[config.mk]
export PLATFORM = sky130hd
export DESIGN_NAME = exec_pipe
export DESIGN_NICKNAME = d
export VERILOG_FILES = /design/src/issue_pkg.sv /design/src/exec_pipe.sv
export SDC_FILE = /design/constraint.sdc
export NUM_CORES = 1
export LEC_CHECK = 0
export ABC_AREA = 1
export BUFFER_PORTS_ARGS = -buffer_cell sky130_fd_sc_hd__buf_2
export CORE_ASPECT_RATIO = 0.7
export CORE_MARGIN = 2
export CORE_UTILIZATION = 59
export DETAILED_ROUTE_END_ITERATION = 8
export PLACE_DENSITY = 0.85
export SYNTH_ARGS = -nofsm -noshare
export SYNTH_HDL_FRONTEND = slang
export SYNTH_SLANG_ARGS = --single-unit
[constraint.sdc]
create_clock -name clk -period 6.2 [get_ports clk]
set_input_delay 0.31 -clock clk [delete_from_list [all_inputs] [get_ports clk]]
set_output_delay 0.31 -clock clk [all_outputs]
set_load 0.01 [all_outputs]
[src/issue_pkg.sv]
// Shared constants and enums for the out-of-order issue subsystem
// Pipe count, sequence number width, multiply latency, op and pipe state encodings

package issue_pkg;

  // --------------------
  // Sizing
  // --------------------

  // Identical execute pipes behind decode-issue
  localparam int NUM_PIPES = 3;

  // Width of the instruction sequence number
  localparam int SEQ_BITS = 5;

  // Cycles from dispatch to done for MUL
  localparam int MUL_LATENCY = 3;

  // --------------------
  // Encodings
  // --------------------

  // Operations handled by the execute pipes
  typedef enum logic [1:0] {
    OP_ADD  = 2'd0,
    OP_ADDI = 2'd1,
    OP_MUL  = 2'd2
  } issue_op_e;

  // Execute pipe FSM states
  typedef enum logic [1:0] {
    PIPE_IDLE = 2'd0,
    PIPE_BUSY = 2'd1,
    PIPE_DONE = 2'd2
  } pipe_state_e;

endpackage

[src/exec_pipe.sv]
`timescale 1ns/1ps
// Execute pipe for ADD, ADDI and MUL
// Captures operands on dispatch, waits out the op latency, then holds
// the result until the completion arbiter grants it

module exec_pipe import issue_pkg::*; (
  input  logic                clk,
  input  logic                rst,

  input  logic                disp_val,
  input  issue_op_e           disp_op,
  input  logic [31:0]         disp_op1,
  input  logic [31:0]         disp_op2,
  input  logic [4:0]          disp_waddr,
  input  logic [SEQ_BITS-1:0] disp_seq_num,
  output logic                pipe_busy,

  output logic                done_val,
  output logic [4:0]          done_waddr,
  output logic [31:0]         done_wdata,
  output logic [SEQ_BITS-1:0] done_seq_num,
  input  logic                done_grant
);

  pipe_state_e                    state;
  logic [$clog2(MUL_LATENCY)-1:0] count;
  issue_op_e                      op;
  logic [31:0]                    op1;
  logic [31:0]                    op2;

  // Add-type goes straight to done while MUL sits in busy first
  always_ff @(posedge clk) begin
    if (rst) begin
      state <= PIPE_IDLE;
      count <= '0;
    end else begin
      case (state)
        PIPE_IDLE: begin
          if (disp_val) begin
            if (disp_op == OP_MUL) begin
              state <= PIPE_BUSY;
              count <= $bits(count)'(MUL_LATENCY - 2);
            end else begin
              state <= PIPE_DONE;
            end
          end
        end
        PIPE_BUSY: begin
          if (count == '0) begin
            state <= PIPE_DONE;
          end else begin
            count <= count - 1'b1;
          end
        end
        PIPE_DONE: begin
          if (done_grant) begin
            state <= PIPE_IDLE;
          end
        end
        default: begin
          state <= PIPE_IDLE;
        end
      endcase
    end
  end

  // Operand capture
  always_ff @(posedge clk) begin
    if (disp_val && state == PIPE_IDLE) begin
      op           <= disp_op;
      op1          <= disp_op1;
      op2          <= disp_op2;
      done_waddr   <= disp_waddr;
      done_seq_num <= disp_seq_num;
    end
  end

  // Low 32 bits of the product, or the 32-bit sum
  always_comb begin
    if (op == OP_MUL) begin
      done_wdata = op1 * op2;
    end else begin
      done_wdata = op1 + op2;
    end
  end

  assign pipe_busy = (state != PIPE_IDLE);
  assign done_val  = (state == PIPE_DONE);

endmodule

==> results.toml <==
[synthesis]
synth_fp_nets = 3408
netlist_instances = 2764
postSynthAreaPerCell_um2 = 7.69
yosys-top-cells-area = "fa_1, inv_1, nand2_1, edfxtp_1, ha_1"
synth_area_mm2 = 0.0213
yosys.area.top_type = "fa_1"
seq_area_frac_synth = 0.111
synth_edf_count = 76
synthArstFlopShare = 0
ys_types = 44
synthTopCellsByCount = "inv_1, nand2_1, fa_1"
synth_top_flop_cell = "edfxtp_1"
ys_ff_latch = 80
synth_top_area_frac = 0.385
synth_most_common_cell = "inv_1"
synth_warnings = 0

[routing]
drt-pass1-iter-count = 8
drc = 0
vias_per_cell = 5.55
ant_nets = 0
routedWlPerCell_um = 20.2
route.vias.total = 20000
drtIter0Drc = 2450
wl_mm = 72.8

[hold_path]
worstHoldPathType = "input port to flop"
min_path_cells = 1

[worst_setup_path]
critPathArrivalTime_ns = 7.16
end_kind = "output pin"
path_class = "flop to output pin"
cpPeakStageDelay_ns = 0.54
r2r_cells = 4
crit_top_cell = "fa_1"
cpMaxStageDelayCell = "fa_1"
cp_max_fo = 8
start_kind = "flop"
cp.required_ns = 5.89

[grt]
grt_pass1_wl_mm = 112
antenna_found_initial = 0
grt_pass1_vias = 21400
grt_max_degree = 77
grtUsageTotal = 0.388
grt_remaining_overflow = 0

[timing]
finalClockSkew_ns = 0.00899
rsz0062_at_grt = "yes"
fin_hold_ws_ns = 0.136
drv_slew = 0
hold_viol = 0
setup-tns-final_ns = -21.78
setup_ws_ns = -1.27
finalCritPeriodShare = 1.21
setup_viol = 23
fmax_ghz = 0.134
max_slew.worst_pin.slew_ns = 0.971
relSlewSlack = 0.353
post-route-min-period_ns = 7.47

[floorplanning]
initial_core_util = 0.595
dieArea_mm2 = 0.0376
rows = 58
core_mm2 = 0.0357
die_w_um = 231
die_h_um = 163
ios = 124

[flow_run]
max_cap_violations = 0

[clock_network]
cts.sinks = 80
cts.path.max_buffers = 2
cts_made_buffers = 9
htree_levels = 3
insertion_delay_ns = 0.34
path_clk_slew_ns = 0.07
cts_root_buf = "clkbuf_16"
cts_tree = "built"

[place]
dpl.cell_count = 3553
dp_hpwl_mm = 58.0
port_buffers = 123
dpl_worst_slack_ns = -0.803
gp_congestion = 1.02

[outcome]
violations = "negative setup slack"
run_status = "finished with violations"

[cells_and_area]
drive_gt1_frac = 0.215
stdcell_count = 3607
n_antenna_cell = 0
fin_nets = 3766
synthToLayoutAreaGrowth_pct = 24.2
-- final cells by class --
| cell class | count | area (µm²) |
|---|---|---|
| Sequential cell | 80 | 2360 |
| Clock buffer | 9 | 225 |
| Fill cell | 2478 | 9310 |
| Inverter | 815 | 3060 |
| Timing Repair Buffer | 453 | 3640 |
| Tap cell | 480 | 601 |
| Clock inverter | 7 | 133 |
| Multi-Input combinational cell | 1763 | 16400 |
-- sequential cells by signal, indices dropped and copies added (netlist names) --
| register | count |
|---|---|
| op1 | 32 |
| op2 | 32 |
| done_seq_num | 5 |
| done_waddr | 5 |
| count | 2 |
| op | 2 |
| state | 2 |
-- cells in the final DEF (no fill, tap or decap), drive strengths merged, types with 20 or more instances in the layout --
cell type,count
inv,819
nand2,773
buf,452
fa,409
ha,155
a21oi,93
o21ai,89
edfxtp,76
nor2,70
nand3,65
xor2,20
-- kinds of logic (layout without fill, tap and decap cells) --
kind of cell               Yosys count  count (layout)  share of synthesized area
buffers and inverters              921            1284                      0.165
adders and majority gates          564             564                      0.476
xor gates and xnor gates            30              30                     0.0124
DFF                                 80              80                      0.111
AOI/OAI and AO/OA                  224             224                     0.0596
and+or+nand+nor                    945             945                      0.175
-- metal layers --
metal,global-route usage,part of all wire,vias up
met4,0.178,0.054,0
li1,-,-,8711
met5,0,0,-
met2,0.605,0.45,1463
met1,0.517,0.37,9528
met3,0.0919,0.13,328
-- path summary, 6_finish.rpt --
path	startpoint	slack (ns)	end
hold / removal	disp_seq_num[2]	0.14	done_seq_num[2]$_DFFE_PP_
setup reg to reg	state[1]$_SDFFE_PP0P_	4.42	op2[12]$_DFFE_PP_
hold reg to reg	count[1]$_SDFFE_PP0P_	0.48	count[1]$_SDFFE_PP0P_
setup / recovery	op1[13]$_DFFE_PP_	-1.27	done_wdata[30]
-- stage by stage --
| stage | util | area [µm²] |
|---|---|---|
| after floorplan | - | 21800 |
| after global placement | 0.696 | 24800 |
| after detailed placement | 0.696 | 24800 |
| after CTS | 0.725 | 25900 |
| after global routing | 0.739 | 26400 |
| final | 0.739 | 26400 |
-- worst max-delay path, delay by kind of cell (launching register included) --
kind                     cells  cell delay [ns]
flip-flops                   1             0.43
AND/OR/NAND/NOR              4             0.38
AO/OA/AOI/OAI                4             0.91
buffers and inverters        8             0.99
adder cells (fa/ha/maj)      9             4.10
-- repair_timing --
item	4_1_cts	5_1_grt
hold endpoints to repair	0	0
resized for setup	136	94
endpoints found under the setup margin	23	23
cloned	0	3
pin swaps	93	34
setup buffers	22	14
hold buffers	0	0
Power is not shown: default switching activity piles up to over one toggle a cycle in this logic, so the estimate is an artifact.
