## config.mk

```make
export PLATFORM = sky130hd
export DESIGN_NAME = decode_issue
export DESIGN_NICKNAME = d
export VERILOG_FILES = /design/src/issue_pkg.sv /design/src/decode_issue.sv
export SDC_FILE = /design/constraint.sdc
export NUM_CORES = 2
export LEC_CHECK = 0
export BUFFER_PORTS_ARGS = -buffer_cell sky130_fd_sc_hd__buf_2
export CAP_MARGIN = 20
export CORE_AREA = 3 3 341 343
export CTS_CLUSTER_DIAMETER = 100
export DETAILED_ROUTE_END_ITERATION = 12
export DIE_AREA = 0 0 344 346
export PLACE_DENSITY = 0.66
export SLEW_MARGIN = 20
export SYNTH_ARGS = -nofsm -noshare
export SYNTH_HDL_FRONTEND = slang
export SYNTH_SLANG_ARGS = --single-unit
```

## constraint.sdc

```tcl
create_clock -name clk -period 8.9 [get_ports clk]
set_input_delay 1.78 -clock clk [delete_from_list [all_inputs] [get_ports clk]]
set_output_delay 1.78 -clock clk [all_outputs]
set_load 0.03 [all_outputs]
```

## src/issue_pkg.sv

```systemverilog
// Shared constants and enums for the out-of-order issue subsystem
// Pipe count, sequence number width, multiply latency, op and pipe state encodings

package issue_pkg;

  // --------------------
  // Sizing
  // --------------------

  // Identical execute pipes behind decode-issue
  localparam int NUM_PIPES = 3;

  // Width of the instruction sequence number
  localparam int SEQ_BITS = 5;

  // Cycles from dispatch to done for MUL
  localparam int MUL_LATENCY = 3;

  // --------------------
  // Encodings
  // --------------------

  // Operations handled by the execute pipes
  typedef enum logic [1:0] {
    OP_ADD  = 2'd0,
    OP_ADDI = 2'd1,
    OP_MUL  = 2'd2
  } issue_op_e;

  // Execute pipe FSM states
  typedef enum logic [1:0] {
    PIPE_IDLE = 2'd0,
    PIPE_BUSY = 2'd1,
    PIPE_DONE = 2'd2
  } pipe_state_e;

endpackage

```

## src/decode_issue.sv

```systemverilog
`timescale 1ns/1ps
// Decode-issue stage for ADD, ADDI and MUL
// Reads a 32-entry register file, keeps a scoreboard of pending writes,
// stalls on RAW and WAW hazards and dispatches to the lowest free pipe

module decode_issue import issue_pkg::*; (
  input  logic                 clk,
  input  logic                 rst,

  // Instruction stream
  input  logic                 in_val,
  output logic                 in_rdy,
  input  logic [31:0]          in_inst,
  input  logic [SEQ_BITS-1:0]  in_seq_num,

  // Dispatch to the execute pipes
  input  logic [NUM_PIPES-1:0] pipe_busy,
  output logic [NUM_PIPES-1:0] disp_val,
  output issue_op_e            disp_op,
  output logic [31:0]          disp_op1,
  output logic [31:0]          disp_op2,
  output logic [4:0]           disp_waddr,
  output logic [SEQ_BITS-1:0]  disp_seq_num,

  // Writeback from the completion arbiter
  input  logic                 wb_en,
  input  logic [4:0]           wb_waddr,
  input  logic [31:0]          wb_wdata
);

  // RV32 fields recognised by the decoder
  localparam logic [6:0] OPC_OP     = 7'b0110011;
  localparam logic [6:0] OPC_OP_IMM = 7'b0010011;
  localparam logic [2:0] F3_ADD     = 3'b000;
  localparam logic [6:0] F7_MULDIV  = 7'b0000001;

  logic [6:0]           opcode;
  logic [2:0]           funct3;
  logic [6:0]           funct7;
  logic [4:0]           rs1;
  logic [4:0]           rs2;
  logic [4:0]           rd;
  logic [31:0]          imm_i;
  issue_op_e            op;
  logic                 uses_rs2;

  logic [31:0]          regs [32];
  logic [31:0]          pending;

  logic                 raw_stall;
  logic                 waw_stall;
  logic [NUM_PIPES-1:0] free_onehot;
  logic                 any_free;
  logic                 in_fire;

  // --------------------
  // Decode
  // --------------------

  assign opcode = in_inst[6:0];
  assign funct3 = in_inst[14:12];
  assign funct7 = in_inst[31:25];
  assign rs1    = in_inst[19:15];
  assign rs2    = in_inst[24:20];
  assign rd     = in_inst[11:7];

  // Sign-extended I-type immediate
  assign imm_i  = {{20{in_inst[31]}}, in_inst[31:20]};

  always_comb begin
    op       = OP_ADD;
    uses_rs2 = 1'b1;
    case (opcode)
      OPC_OP_IMM: begin
        if (funct3 == F3_ADD) begin
          op       = OP_ADDI;
          uses_rs2 = 1'b0;
        end
      end
      OPC_OP: begin
        if (funct3 == F3_ADD && funct7 == F7_MULDIV) begin
          op = OP_MUL;
        end
      end
      default: begin
        op = OP_ADD;
      end
    endcase
  end

  // --------------------
  // Hazards and pipe select
  // --------------------

  // A source waits until its writeback has landed since there is no bypass
  assign raw_stall = pending[rs1] | (uses_rs2 & pending[rs2]);
  assign waw_stall = pending[rd];

  // Lowest clear bit of the busy vector
  assign free_onehot = ~pipe_busy & (pipe_busy + 1'b1);
  assign any_free    = |free_onehot;

  assign in_rdy  = ~rst & ~raw_stall & ~waw_stall & any_free;
  assign in_fire = in_val & in_rdy;

  // --------------------
  // Dispatch
  // --------------------

  assign disp_val     = in_fire ? free_onehot : '0;
  assign disp_op      = op;
  assign disp_op1     = regs[rs1];
  assign disp_op2     = uses_rs2 ? regs[rs2] : imm_i;
  assign disp_waddr   = rd;
  assign disp_seq_num = in_seq_num;

  // --------------------
  // Register file and scoreboard
  // --------------------

  // x0 is never written so it reads as zero
  always_ff @(posedge clk) begin
    if (rst) begin
      for (int r = 0; r < 32; r++) begin
        regs[r] <= '0;
      end
    end else if (wb_en && wb_waddr != 5'd0) begin
      regs[wb_waddr] <= wb_wdata;
    end
  end

  // Writeback and a new claim never hit the same register in one cycle,
  // since a pending destination blocks acceptance
  always_ff @(posedge clk) begin
    if (rst) begin
      pending <= '0;
    end else begin
      if (wb_en) begin
        pending[wb_waddr] <= 1'b0;
      end
      if (in_fire && rd != 5'd0) begin
        pending[rd] <= 1'b1;
      end
    end
  end

endmodule

```

==> impl_metrics.yaml <==
outcome:
  outcome: "complete, no violations"
synthesis:
  synth_warnings: 0
  ffs_latches_synth: 1056
  post_synth_instance_area_um2: 56700
  seq_area_frac_synth: 0.553
  synth_simple_gate_area_frac: 0.121
  post-synth-top-area-fraction: 0.542
  synth_top_family_by_area: "multiplexers"
  post_synth_fa_ha_maj_area_fraction: 0
  syn-instance-count: 3476
  synth.area.top_cells: "sky130_fd_sc_hd__edfxtp_1, sky130_fd_sc_hd__mux4_2, sky130_fd_sc_hd__and2_1"
  postSynthAreaPerCell_um2: 16.3
  post_synthesis_share_of_cell_area_spent_on_xor_and_xnor_gates: 0
  number_of_distinct_library_cell_variants_in_the_gate_level_netlist_after_synthesis: 52
  synth-compound-area-share: 0.0198
  synth_top_cell_by_area: "sky130_fd_sc_hd__edfxtp_1"
  muxShareOfSynthArea: 0.276
detailed_routing:
  drtPass1Iterations: 6
  ant_nets: 0
  post-route-drc-count: 0
  via_to_cell_ratio: 6.96
  wl_per_cell_um: 37.8
  num_vias: 35400
  initialDrtViolationCount: 5474
  route.final.wire_length_um: 192000
worst_hold_path:
  min_path_cells: 1
  min_path_type: "reg2reg"
  min_delay_worst_endpoint: "pending[0]$_SDFF_PP0_"
  hold_start: "pending[0]$_SDFF_PP0_"
clocking:
  cts.reportedPaths.clkPinSlew_ns: 0.06
  cts-htree-levels: 3
  post_cts_hold_buffer_count: 0
  cts.path.max_buffers: 3
  tritoncts.num_buffers: 110
  cts_tree: "done"
  worstSkewPairLatency_ns: 0.70
  clockRootBuffer: "sky130_fd_sc_hd__clkbuf_16"
  cts_resized: 0
  postCtsSetupBuffers: 0
  clock_sink_count: 1056
power:
  p_leak_nw: 21.1
  power.ir.vdd_worst_mv: 0.178
  power_density_nw_per_um2: 193
global_route:
  grt_antenna_before_repair: 25
  grt_first_pass_wirelength_um: 273000
  grt_pass1_vias: 36100
  global_route.usage.total: 0.326
  grt_start_max_net_pins: 111
  global_route.overflow_total: 0
sta:
  clock_skew_ns: 0.00950
  fmax_mhz: 146
  finalSetupTns_ns: 0
  setup_repair_after_global_routing_missed_its_margin: "no"
  report.final.slew_viol_count: 0
  min_period_ns: 6.84
  period_share: 0.769
  max_slew_margin: 0.217
  setup_viol_count_final: 0
  hold_violations: 0
  timing_worst_slew_pin_value_ns: 1.17
die:
  ioPinCount: 161
  area_of_the_core_um2: 114000
  start_util: 0.498
  die_width_um: 344
  floorplan.rows: 124
  full_die_area_um2: 119000
  die_y_um: 346
run:
  drv_cap: 0
setup_path:
  regToRegStartpoint: "pending[17]$_SDFF_PP0_"
  worst-setup-path-type: "in2out"
  worstRegToRegCells: 6
  timing.critical_path.fanout_max: 68
  critical_path_rt_ns: 7.12
  timing.reg2reg.setup_slack_ns: 5.97
  reg2reg_to: "pending[21]$_SDFF_PP0_"
  end_kind: "output pin"
  arrival_ns: 5.06
  critPathLaunchType: "primary input"
final_layout:
  final_net_count: 3552
  post_route_cell_area_um2: 63000
  post_route_cells_drive_above_1_share: 0.333
  area.growth.synth_to_final_pct: 11.0
place:
  numPortBuffers: 150
  place.detailed.hpwl_um: 108000
  placement.cell_area_um2: 59400
  routabilityCongestion: 0.887
critical path: stages:
cell and delay [ns]:
sky130_fd_sc_hd__buf_8 0.57, sky130_fd_sc_hd__buf_4 0.62, sky130_fd_sc_hd__mux4_2 0.58, sky130_fd_sc_hd__mux4_2 0.51
sky130_fd_sc_hd__mux2i_1 0.48, sky130_fd_sc_hd__o21ai_0 0.15, sky130_fd_sc_hd__buf_2 0.22
sequential cells by signal (all words and copies together) (netlist names):
signal   cells
regs      1024
pending     32
how the worst max path moves through the flow:
stage	from	end	slack, ns
6_report	in_inst[20]	disp_op2[6]	2.06
3_3_place_gp	in_inst[4]	disp_op2[8]	1.78
3_5_place_dp	in_inst[15]	disp_val[0]	2.03
2_1_floorplan	in_inst[7]	disp_val[0]	2.85
5_1_grt	in_inst[15]	disp_val[0]	1.86
4_1_cts	in_inst[15]	disp_val[0]	2.02
logic make-up (layout without fill, tap and decap cells):
group | count (synthesis) | in the layout
multiplexers | 735 | 735
AO/OA/AOI/OAI | 146 | 146
other | 1 | 41
AND/OR/NAND/NOR | 1137 | 1137
buffers and inverters | 401 | 456
flip-flops | 1056 | 1056
layout by cell type (no fill, tap or decap), types with 4 or more instances in the layout:
| cell | synthesis | final |
|---|---|---|
| sky130_fd_sc_hd__buf_12 | 0 | 9 |
| sky130_fd_sc_hd__a21oi_1 | 22 | 22 |
| sky130_fd_sc_hd__o211ai_1 | 24 | 24 |
| sky130_fd_sc_hd__clkinvlp_4 | 0 | 5 |
| sky130_fd_sc_hd__buf_8 | 0 | 5 |
| sky130_fd_sc_hd__nand2_1 | 54 | 53 |
| sky130_fd_sc_hd__nor3b_1 | 4 | 4 |
| sky130_fd_sc_hd__mux4_1 | 7 | 7 |
| sky130_fd_sc_hd__a221oi_1 | 4 | 4 |
| sky130_fd_sc_hd__clkbuf_1 | 290 | 26 |
| sky130_fd_sc_hd__o311ai_0 | 6 | 6 |
| sky130_fd_sc_hd__o21ai_4 | 0 | 30 |
| sky130_fd_sc_hd__nor2_1 | 45 | 13 |
| sky130_fd_sc_hd__and2_1 | 993 | 993 |
| sky130_fd_sc_hd__mux2i_1 | 46 | 46 |
| sky130_fd_sc_hd__mux4_2 | 650 | 650 |
| sky130_fd_sc_hd__o31ai_1 | 5 | 5 |
| sky130_fd_sc_hd__o31ai_2 | 24 | 24 |
| sky130_fd_sc_hd__nor3_1 | 7 | 7 |
| sky130_fd_sc_hd__nor2_4 | 0 | 31 |
| sky130_fd_sc_hd__buf_2 | 62 | 143 |
| sky130_fd_sc_hd__nor2b_1 | 4 | 4 |
| sky130_fd_sc_hd__nand3b_1 | 5 | 5 |
| sky130_fd_sc_hd__mux2_2 | 32 | 32 |
| sky130_fd_sc_hd__edfxtp_1 | 1024 | 1024 |
| sky130_fd_sc_hd__conb_1 | 1 | 32 |
| sky130_fd_sc_hd__bufinv_16 | 0 | 13 |
| sky130_fd_sc_hd__diode_2 | 0 | 9 |
| sky130_fd_sc_hd__inv_1 | 4 | 4 |
| sky130_fd_sc_hd__o21ai_0 | 44 | 14 |
| sky130_fd_sc_hd__clkinv_1 | 1 | 22 |
| sky130_fd_sc_hd__clkbuf_16 | 0 | 113 |
| sky130_fd_sc_hd__dfxtp_1 | 32 | 32 |
| sky130_fd_sc_hd__nand3_1 | 7 | 5 |
| sky130_fd_sc_hd__clkinv_2 | 0 | 19 |
| sky130_fd_sc_hd__buf_4 | 13 | 86 |
metrics by stage:
stage	worst slack, ns	utilization	instances	hold WS (ns)	total power [mW]
global placement	1.78	0.521	4866	0.468	7.47
CTS	2.02	0.553	5074	0.487	12.1
finish	2.06	0.553	5083	0.492	12.1
detailed placement	2.03	0.521	4871	0.478	7.52
floorplan	2.85	-	3507	0.443	6.95
global route	1.86	0.553	5076	0.511	12.4
layout make-up:
type	count	area, um2
clock inverter	64	667
sequential	1056	31400
timing repair buffer	247	1690
fill	8829	50900
clock buffer	139	2930
multi-input combinational	2050	24400
tap	1512	1890
inverter	6	28.8
antenna	9	22.5
synthesized netlist by cell type (all sizes together):
cell type / count
o211a: 1
conb: 1
nor4b: 2
nor4bb: 1
nand3: 7
nand4: 1
or3b: 1
mux2i: 46
o311ai: 6
nor2: 45
o31ai: 32
nor3b: 4
nor4: 3
nand2b: 3
mux4: 657
o21ai: 44
nor2b: 4
inv: 5
nand3b: 5
a221oi: 4
edfxtp: 1024
nor3: 7
a21oi: 22
a311o: 1
dfxtp: 32
clkbuf: 290
mux2: 32
buf: 105
o211ai: 24
a32oi: 2
o311a: 1
nand2: 55
a31o: 1
and2: 993
or2: 1
a22oi: 2
a31oi: 2
a2111oi: 1
or3: 2
a311oi: 2
nand4b: 3
o41ai: 1
clkinv: 1
per-layer routing:
metal | GRT usage | wire length, um | share of wire
met2 | 0.496 | 89500 | 0.47
met4 | 0.162 | 10100 | 0.053
met3 | 0.0830 | 24500 | 0.13
met5 | 0 | 19 | 0.000099
met1 | 0.441 | 68100 | 0.35
power breakdown:
group	switching (mW)	internal, mW	total (mW)
Clock	2.00	2.70	4.69
Sequential	0.147	5.72	5.87
Combinational	0.905	0.666	1.57
Note: power is estimated with default switching activity, not from simulation.
