`src/issue_pkg.sv`:
```
// Shared constants and enums for the out-of-order issue subsystem
// Pipe count, sequence number width, multiply latency, op and pipe state encodings

package issue_pkg;

  // --------------------
  // Sizing
  // --------------------

  // Identical execute pipes behind decode-issue
  localparam int NUM_PIPES = 3;

  // Width of the instruction sequence number
  localparam int SEQ_BITS = 5;

  // Cycles from dispatch to done for MUL
  localparam int MUL_LATENCY = 3;

  // --------------------
  // Encodings
  // --------------------

  // Operations handled by the execute pipes
  typedef enum logic [1:0] {
    OP_ADD  = 2'd0,
    OP_ADDI = 2'd1,
    OP_MUL  = 2'd2
  } issue_op_e;

  // Execute pipe FSM states
  typedef enum logic [1:0] {
    PIPE_IDLE = 2'd0,
    PIPE_BUSY = 2'd1,
    PIPE_DONE = 2'd2
  } pipe_state_e;

endpackage

```
`src/complete_arbiter.sv`:
```
`timescale 1ns/1ps
// Completion arbiter
// Selects the lowest-numbered done pipe, drives the output stream
// and grants and writes back on the fire cycle

module complete_arbiter import issue_pkg::*; (
  input  logic [NUM_PIPES-1:0] done_val,
  input  logic [4:0]           done_waddr   [NUM_PIPES],
  input  logic [31:0]          done_wdata   [NUM_PIPES],
  input  logic [SEQ_BITS-1:0]  done_seq_num [NUM_PIPES],
  output logic [NUM_PIPES-1:0] done_grant,

  // Output stream
  output logic                 out_val,
  input  logic                 out_rdy,
  output logic [4:0]           out_waddr,
  output logic [31:0]          out_wdata,
  output logic [SEQ_BITS-1:0]  out_seq_num,

  // Writeback to decode-issue
  output logic                 wb_en,
  output logic [4:0]           wb_waddr,
  output logic [31:0]          wb_wdata
);

  logic [NUM_PIPES-1:0] sel_onehot;
  logic                 out_fire;

  // Lowest set bit of the done vector
  assign sel_onehot = done_val & ~(done_val - 1'b1);

  // --------------------
  // Result mux
  // --------------------

  always_comb begin
    out_waddr   = '0;
    out_wdata   = '0;
    out_seq_num = '0;
    for (int i = 0; i < NUM_PIPES; i++) begin
      if (sel_onehot[i]) begin
        out_waddr   = done_waddr[i];
        out_wdata   = done_wdata[i];
        out_seq_num = done_seq_num[i];
      end
    end
  end

  assign out_val  = |done_val;
  assign out_fire = out_val & out_rdy;

  // Grant and writeback only when the output stream takes the result
  assign done_grant = {NUM_PIPES{out_fire}} & sel_onehot;
  assign wb_en      = out_fire;
  assign wb_waddr   = out_waddr;
  assign wb_wdata   = out_wdata;

endmodule

```
`config.mk`:
```
export PLATFORM = sky130hd
export DESIGN_NAME = complete_arbiter
export DESIGN_NICKNAME = d
export VERILOG_FILES = /design/src/issue_pkg.sv /design/src/complete_arbiter.sv
export SDC_FILE = /design/constraint.sdc
export NUM_CORES = 1
export LEC_CHECK = 0
export BUFFER_PORTS_ARGS = -buffer_cell sky130_fd_sc_hd__buf_2
export CELL_PAD_IN_SITES_DETAIL_PLACEMENT = 0
export CELL_PAD_IN_SITES_GLOBAL_PLACEMENT = 1
export CORE_MARGIN = 4
export CORE_UTILIZATION = 16
export DETAILED_ROUTE_END_ITERATION = 7
export PLACE_DENSITY = 0.81
export SYNTH_ARGS = -nofsm -noshare
export SYNTH_HDL_FRONTEND = slang
export SYNTH_SLANG_ARGS = --single-unit
```
`constraint.sdc`:
```
create_clock -name vclk -period 0.8
set_input_delay 0.08 -clock vclk [all_inputs]
set_output_delay 0.08 -clock vclk [all_outputs]
set_load 0.005 [all_outputs]
```
==> impl_metrics.sql, run 1 <==
INSERT INTO impl_metrics (metric_group, metric, value, unit) VALUES
('pwr', 'power_per_cell_area', '576', 'nW/um^2'),
('floorplan', 'row_count', '34', ''),
('synth', 'synth_top_cell_by_area', 'a21oi_1', ''),
('synth', 'post_synth_fa_ha_maj_area_fraction', '0', '%'),
('global_routing', 'grt_max_degree', '22', ''),
('worst_setup_path', 'worstPathRequired', '0.72', 'ns'),
('timing', 'highest_clock_rate', '1.08', 'GHz'),
('drt', 'wl', '8240', 'um'),
('cells_and_area', 'seq_cell_count', '0', ''),
('timing', 'setup_tns', '-5.12', 'ns'),
('cells_and_area', 'nClkBuffers', '0', ''),
('floorplan', 'initial_core_util', '16.7', '%'),
('synth', 'synth_top_family_by_area', 'simple AND/OR/NAND/NOR gates', ''),
('cells_and_area', 'post_route_cells_drive_above_1_share', '78.7', '%'),
('timing', 'setup_violations', '82', ''),
('status', 'failed_checks', 'setup timing', ''),
('synth', 'syn-mean-instance-area', '6.32', 'sq um'),
('pwr', 'internal_power', '1.12', 'mW'),
('timing', 'min_period_over_period', '116', '%'),
('synth', 'seq_area_frac_synth', '0', '%'),
('floorplan', 'core_area', '8850', 'sq um'),
('drt', 'drt-wirelength-per-cell', '15.4', 'um'),
('synth', 'yosys.area_share.simple', '42.1', '%'),
('cells_and_area', 'syn_to_final_growth', '127', '%'),
('drt', 'post-route-drc-count', '0', ''),
('global_routing', 'grt-ovfl-total', '0', ''),
('pwr', 'power.clock.fraction', '0', '%'),
('synth', 'synth-compound-area-share', '28.4', '%'),
('floorplan', 'overall_die_width', '104', 'um'),
('global_routing', 'grt_pass1_wl', '12400', 'um'),
('synth', 'netlist_instances', '234', ''),
('worst_setup_path', 'worst_path_max_delay_cell', 'or3_4', ''),
('synth', 'synthesis.area', '1480', 'sq um'),
('global_routing', 'antenna_violations_before_repair', '0', ''),
('status', 'outcome', 'finished with violations', ''),
('drt', 'antenna_left', '0', ''),
('cells_and_area', 'antenna-diode-count', '0', ''),
('pwr', 'p_sw_share', '42.1', '%'),
('timing', 'rsz0062_at_grt', 'true', ''),
('drt', 'viasPerCell', '4.43', ''),
('synth', 'synthMuxAreaShare', '0', '%'),
('placement', 'post_dp_cell_area', '2700', 'sq um'),
('floorplan', 'num_io_pins', '214', ''),
('synth', 'synthMostInstantiatedCell', 'a21oi_1', ''),
('global_routing', 'grt_util_all_layers', '13.5', '%'),
('drt', 'num_vias', '2372', ''),
('placement', 'dp_hpwl', '5580', 'um'),
('timing', 'timing_worst_slew_pin_value', '0.195', 'ns'),
('drt', 'dr_pass1_iterations', '3', ''),
('synth', 'synthTopCellsByCount', 'a21oi_1 (84), nand3b_1 (42), nor2b_1 (42)', ''),
('synth', 'synthesis.nets', '364', ''),
('timing', 'slew_headroom', '86.8', '%'),
('cells_and_area', 'finish.utilization', '37.9', '%'),
('pwr', 'share_comb_of_total_power', '100.0', '%'),
('floorplan', 'overall_die_area', '10800', 'sq um'),
('worst_setup_path', 'critical_path.cell_chain', 'buf_16, or3_4, and2_4, buf_6', ''),
('flow_run', 'max-cap-violations', '0', ''),
('worst_setup_path', 'critPathCaptureType', 'primary output', ''),
('worst_setup_path', 'slowest_delay', '0.39', 'ns'),
('timing', 'timing.final.crit_period', '0.924', 'ns'),
('synth', 'synth_cell_types', '12', ''),
('timing', 'timing.final.ws_setup', '-0.124', 'ns'),
('pwr', 'p_sw', '0.813', 'mW'),
('worst_setup_path', 'path_class', 'in2out', ''),
('synth', 'yosysWarnings', '0', ''),
('pwr', 'power_leakage', '1.57', 'nW'),
('placement', 'gp_congestion', '0.748', ''),
('worst_setup_path', 'worstPathArrival', '0.84', 'ns'),
('hold_path', 'hp_class', 'in2out', ''),
('floorplan', 'die_y', '104', 'um'),
('pwr', 'share_seq_of_total_power', '0', '%'),
('synth', 'post-synth-top-area-fraction', '28.4', '%'),
('cells_and_area', 'layout.nets', '560', ''),
('worst_setup_path', 'path_max_fanout', '5', ''),
('placement', 'io_buffers', '214', ''),
('cells_and_area', 'final_design_area_no_fill', '3350', 'sq um'),
('cells_and_area', 'seqCellArea', '0', 'sq um'),
('global_routing', 'first_global_vias', '2434', ''),
('synth', 'synthXorXnorAreaFrac', '0', '%'),
('timing', 'timing.final.max_slew_violations', '0', ''),
('worst_setup_path', 'crit_path_start_kind', 'input port', ''),
('synth', 'netlist_top_cells_area', 'a21oi_1 (28%), nand3b_1 (21%), buf_4 (21%)', ''),
('drt', 'first_iter_violations', '44', ''),
('timing', 'hold_violations', '0', ''),
('pwr', 'irDropWorstVdd', '0.191', 'mV');
[kinds of logic after synthesis]
logic type,count (synthesis)
simple gates,89
compound gates,84
buf+inv,61
[cell type report]
cell class | count | area, sq um
fill | 919 | 5500
timing repair buffer | 255 | 1830
multi-input combinational | 173 | 1380
tap | 108 | 135
[per-stage QoR]
stage	hold WS, ns	cells	setup slack [ns]	power [mW]
detailed placement	0.482	515	-0.290	1.53
CTS	0.471	531	-0.125	1.87
global placement	0.474	515	-0.237	1.51
finish	0.475	536	-0.124	1.93
floorplan	0.260	234	-0.0376	0.965
global route	0.514	536	-0.144	2.09
[power groups by stage]
stage,clock [mW],sequential [mW],combinational [mW]
2_1_floorplan,0,0,0.965
3_3_place_gp,0,0,1.51
3_5_place_dp,0,0,1.53
4_1_cts,0,0,1.87
5_1_grt,0,0,2.09
6_report,0,0,1.93
[worst max-delay path: cells and delay by family]
family,cells,cell delay (ns)
simple gates,2,0.54
buf+inv,2,0.23
[layout by cell type, fill, tap and decap left out, types with 2 or more instances in the layout]
cell type  synthesis  final
buf_6              6      8
clkbuf_16          0      2
buf_4             41     11
nor2b_2            0      2
nor2b_1           42     35
buf_16             0     14
a21oi_2            0     70
buf_12             0      5
buf_8              0      5
a21oi_4            0      3
buf_2              6    210
a21oi_1           84     11
nand3b_1          42     42
nor2b_4            0      5
[layer usage]
metal | GRT usage (%) | vias to the layer above | wire length, um
met4 | 0.285 | 0 | 0
met3 | 1.92 | 0 | 560
met1 | 15.8 | 1085 | 3300
met5 | 0 | - | 0
li1 | - | 1175 | -
met2 | 27.2 | 112 | 4390
[worst paths after layout]
| check | startpoint | end | depth (start not counted) |
|---|---|---|---|
| setup / recovery | done_val[1] | wb_en | 4 |
| hold / removal | done_seq_num[12] | out_seq_num[2] | 4 |
[repair_timing]
action	4_1_cts	5_1_grt
setup endpoints to repair	83	83
cloned	12	2
hold buffers	0	0
buffers inserted	4	3
gates resized for setup	39	27
pin swaps	32	14
Power figures use the tool's default switching activity.
==> run 2, diff against run 1 <==
--- a/config.mk
+++ b/config.mk
@@ -13,3 +13,4 @@
 export DETAILED_ROUTE_END_ITERATION = 7
-export PLACE_DENSITY = 0.81
+export PLACE_DENSITY = 0.83
+export SKIP_LAST_GASP = 1
 export SYNTH_ARGS = -nofsm -noshare
==> constraint.sdc (replaced) <==
create_clock -name vclk -period 0.8
set_input_delay 0.2 -clock vclk [all_inputs]
set_output_delay 0.2 -clock vclk [all_outputs]
set_load 0.005 [all_outputs]
==> run 2 against run 1 <==
  * The run still ends with setup timing left
  * Cell area grew 3.1%
  * Combinational power grew 3%
  * Routed wire length up 1.3%
  * Count of clock-buffer cells in the layout is the same
  * Non-clock buffer count rose by 8
  * Fmax decreased by 23%
  * Critical path depth up 1
  * Die area did not move
  * Global-route usage decreased by 1.3 points
  * Power grew 2.8%
  * Setup slack got worse by 0.28 ns
  * Critical endpoint unchanged
==> impl_metrics.sql, run 2 (synthesized netlist as in run 1, its figures left out) <==
INSERT INTO impl_metrics (metric_group, metric, value, unit) VALUES
('status', 'outcome', 'finished with violations', ''),
('status', 'failed_checks', 'setup timing', ''),
('cells_and_area', 'layout.nets', '568', ''),
('timing', 'rsz0062_at_grt', 'true', ''),
('floorplan', 'die_y', '104', 'um'),
('floorplan', 'initial_core_util', '16.7', '%'),
('pwr', 'irDropWorstVdd', '0.179', 'mV'),
('floorplan', 'num_io_pins', '214', ''),
('floorplan', 'overall_die_width', '104', 'um'),
('clocking', 'postCtsHoldBufs', '0', ''),
('floorplan', 'row_count', '34', ''),
('hold_path', 'hp_class', 'in2out', ''),
('worst_setup_path', 'path_class', 'in2out', ''),
('hold_path', 'worstHoldPathCells', '4', ''),
('placement', 'placedCellCount', '517', ''),
('timing', 'setup_violations', '84', ''),
('worst_setup_path', 'worst_path_max_delay_cell', 'or3_4', ''),
('worst_setup_path', 'critPathCaptureType', 'primary output', ''),
('worst_setup_path', 'crit_path_start_kind', 'input port', ''),
('cells_and_area', 'antenna-diode-count', '0', ''),
('global_routing', 'grt_pass1_wl', '11200', 'um'),
('worst_setup_path', 'slowest_delay', '0.32', 'ns'),
('worst_setup_path', 'critical_path.cell_chain', 'buf_8, buf_12, or3_4, and2_4, buf_6', ''),
('cells_and_area', 'final_cell_mix', 'buf_2 (209), a21oi_2 (62), nand3b_1 (42), nor2b_1 (40), buf_4 (15)', ''),
('drt', 'drt-wirelength-per-cell', '15.4', 'um'),
('floorplan', 'overall_die_area', '10800', 'sq um'),
('worst_setup_path', 'critical-path-top-delay-family', 'simple AND/OR/NAND/NOR gates', ''),
('flow_run', 'max-cap-violations', '0', ''),
('worst_setup_path', 'crit_cells', '5', ''),
('drt', 'antenna_left', '0', ''),
('timing', 'highest_clock_rate', '0.833', 'GHz'),
('timing', 'slew_headroom', '87.1', '%'),
('floorplan', 'core_area', '8850', 'sq um'),
('pwr', 'finalPower', '1.98', 'mW'),
('drt', 'first_iter_violations', '57', ''),
('drt', 'num_vias', '2392', ''),
('cells_and_area', 'final_cells', '544', ''),
('timing', 'timing.final.crit_period', '1.20', 'ns'),
('placement', 'io_buffers', '214', ''),
('drt', 'post-route-drc-count', '0', ''),
('timing', 'timing.hold.ws', '0.707', 'ns'),
('cells_and_area', 'post_route_cells_drive_above_1_share', '77.8', '%'),
('pwr', 'power_per_cell_area', '574', 'nW/um^2'),
('worst_setup_path', 'worstPathRequired', '0.60', 'ns'),
('cells_and_area', 'seq_cell_count', '0', ''),
('placement', 'dp_worst_setup_slack', '-0.509', 'ns'),
('cells_and_area', 'seqCellArea', '0', 'sq um'),
('placement', 'gp_congestion', '0.738', ''),
('cells_and_area', 'finish.utilization', '39.1', '%'),
('drt', 'wl', '8350', 'um'),
('timing', 'timing.final.max_slew_violations', '0', ''),
('drt', 'viasPerCell', '4.40', ''),
('timing', 'timing.final.ws_setup', '-0.400', 'ns'),
('cells_and_area', 'nClkBuffers', '0', ''),
('worst_setup_path', 'path_max_fanout', '7', ''),
('timing', 'setup_tns', '-25.86', 'ns'),
('drt', 'dr_pass1_iterations', '4', ''),
('global_routing', 'grt_max_degree', '23', ''),
('global_routing', 'first_global_vias', '2292', ''),
('cells_and_area', 'layout.cells.most_common', 'buf_2', ''),
('global_routing', 'antenna_violations_before_repair', '0', ''),
('placement', 'dp_hpwl', '5450', 'um'),
('cells_and_area', 'syn_to_final_growth', '134', '%'),
('pwr', 'power_leakage', '1.61', 'nW'),
('cells_and_area', 'final_design_area_no_fill', '3460', 'sq um'),
('global_routing', 'grt_util_all_layers', '12.2', '%'),
('placement', 'post_dp_cell_area', '2730', 'sq um'),
('worst_setup_path', 'crit_path_buffers_inverters', '3', ''),
('timing', 'timing_worst_slew_pin_value', '0.193', 'ns'),
('worst_setup_path', 'worstPathArrival', '1.00', 'ns'),
('timing', 'min_period_over_period', '150', '%'),
('global_routing', 'grt-ovfl-total', '0', ''),
('timing', 'hold_violations', '0', '');
==> run 2: path summary, 6_finish.rpt <==
path                          from        endpoint  slack [ns]
setup / recovery       done_val[2]           wb_en       -0.40
hold / removal    done_seq_num[10]  out_seq_num[0]        0.71
==> run 2: timing repair <==
action / CTS / global route
hold endpoints to repair: 0 / 0
setup endpoints to repair: 84 / 84
gates cloned: 9 / 9
buffers inserted: 5 / 4
gates resized for setup: 26 / 25
pin swaps: 25 / 15
==> run 2: layout make-up <==
| class | instances | area (sq um) |
|---|---|---|
| multi-input combinational | 173 | 1390 |
| fill | 904 | 5390 |
| tap | 108 | 135 |
| timing repair buffer | 263 | 1930 |
==> run 2: worst min-delay path: stages <==
cell and delay (ns):
buf_2 0.07, nor2b_1 0.04, a21oi_2 0.08, buf_2 0.11
==> run 2: routing by layer <==
metal | track usage (%) | wire length (um) | up-vias | part of all wire, %
met1 | 13.1 | 3170 | 1098 | 38
met4 | 0.0950 | 0 | 0 | 0
met3 | 1.92 | 536 | 0 | 6.4
met5 | 0 | 0 | - | 0
li1 | - | - | 1192 | -
met2 | 25.9 | 4650 | 102 | 56
==> run 2: where the power goes <==
part | switching, mW | internal (mW) | total [mW] | leakage (nW)
clock | 0 | 0 | 0 | 0
combinational | 0.830 | 1.15 | 1.98 | 1.61
sequential | 0 | 0 | 0 | 0
total | 0.830 | 1.15 | 1.98 | 1.61
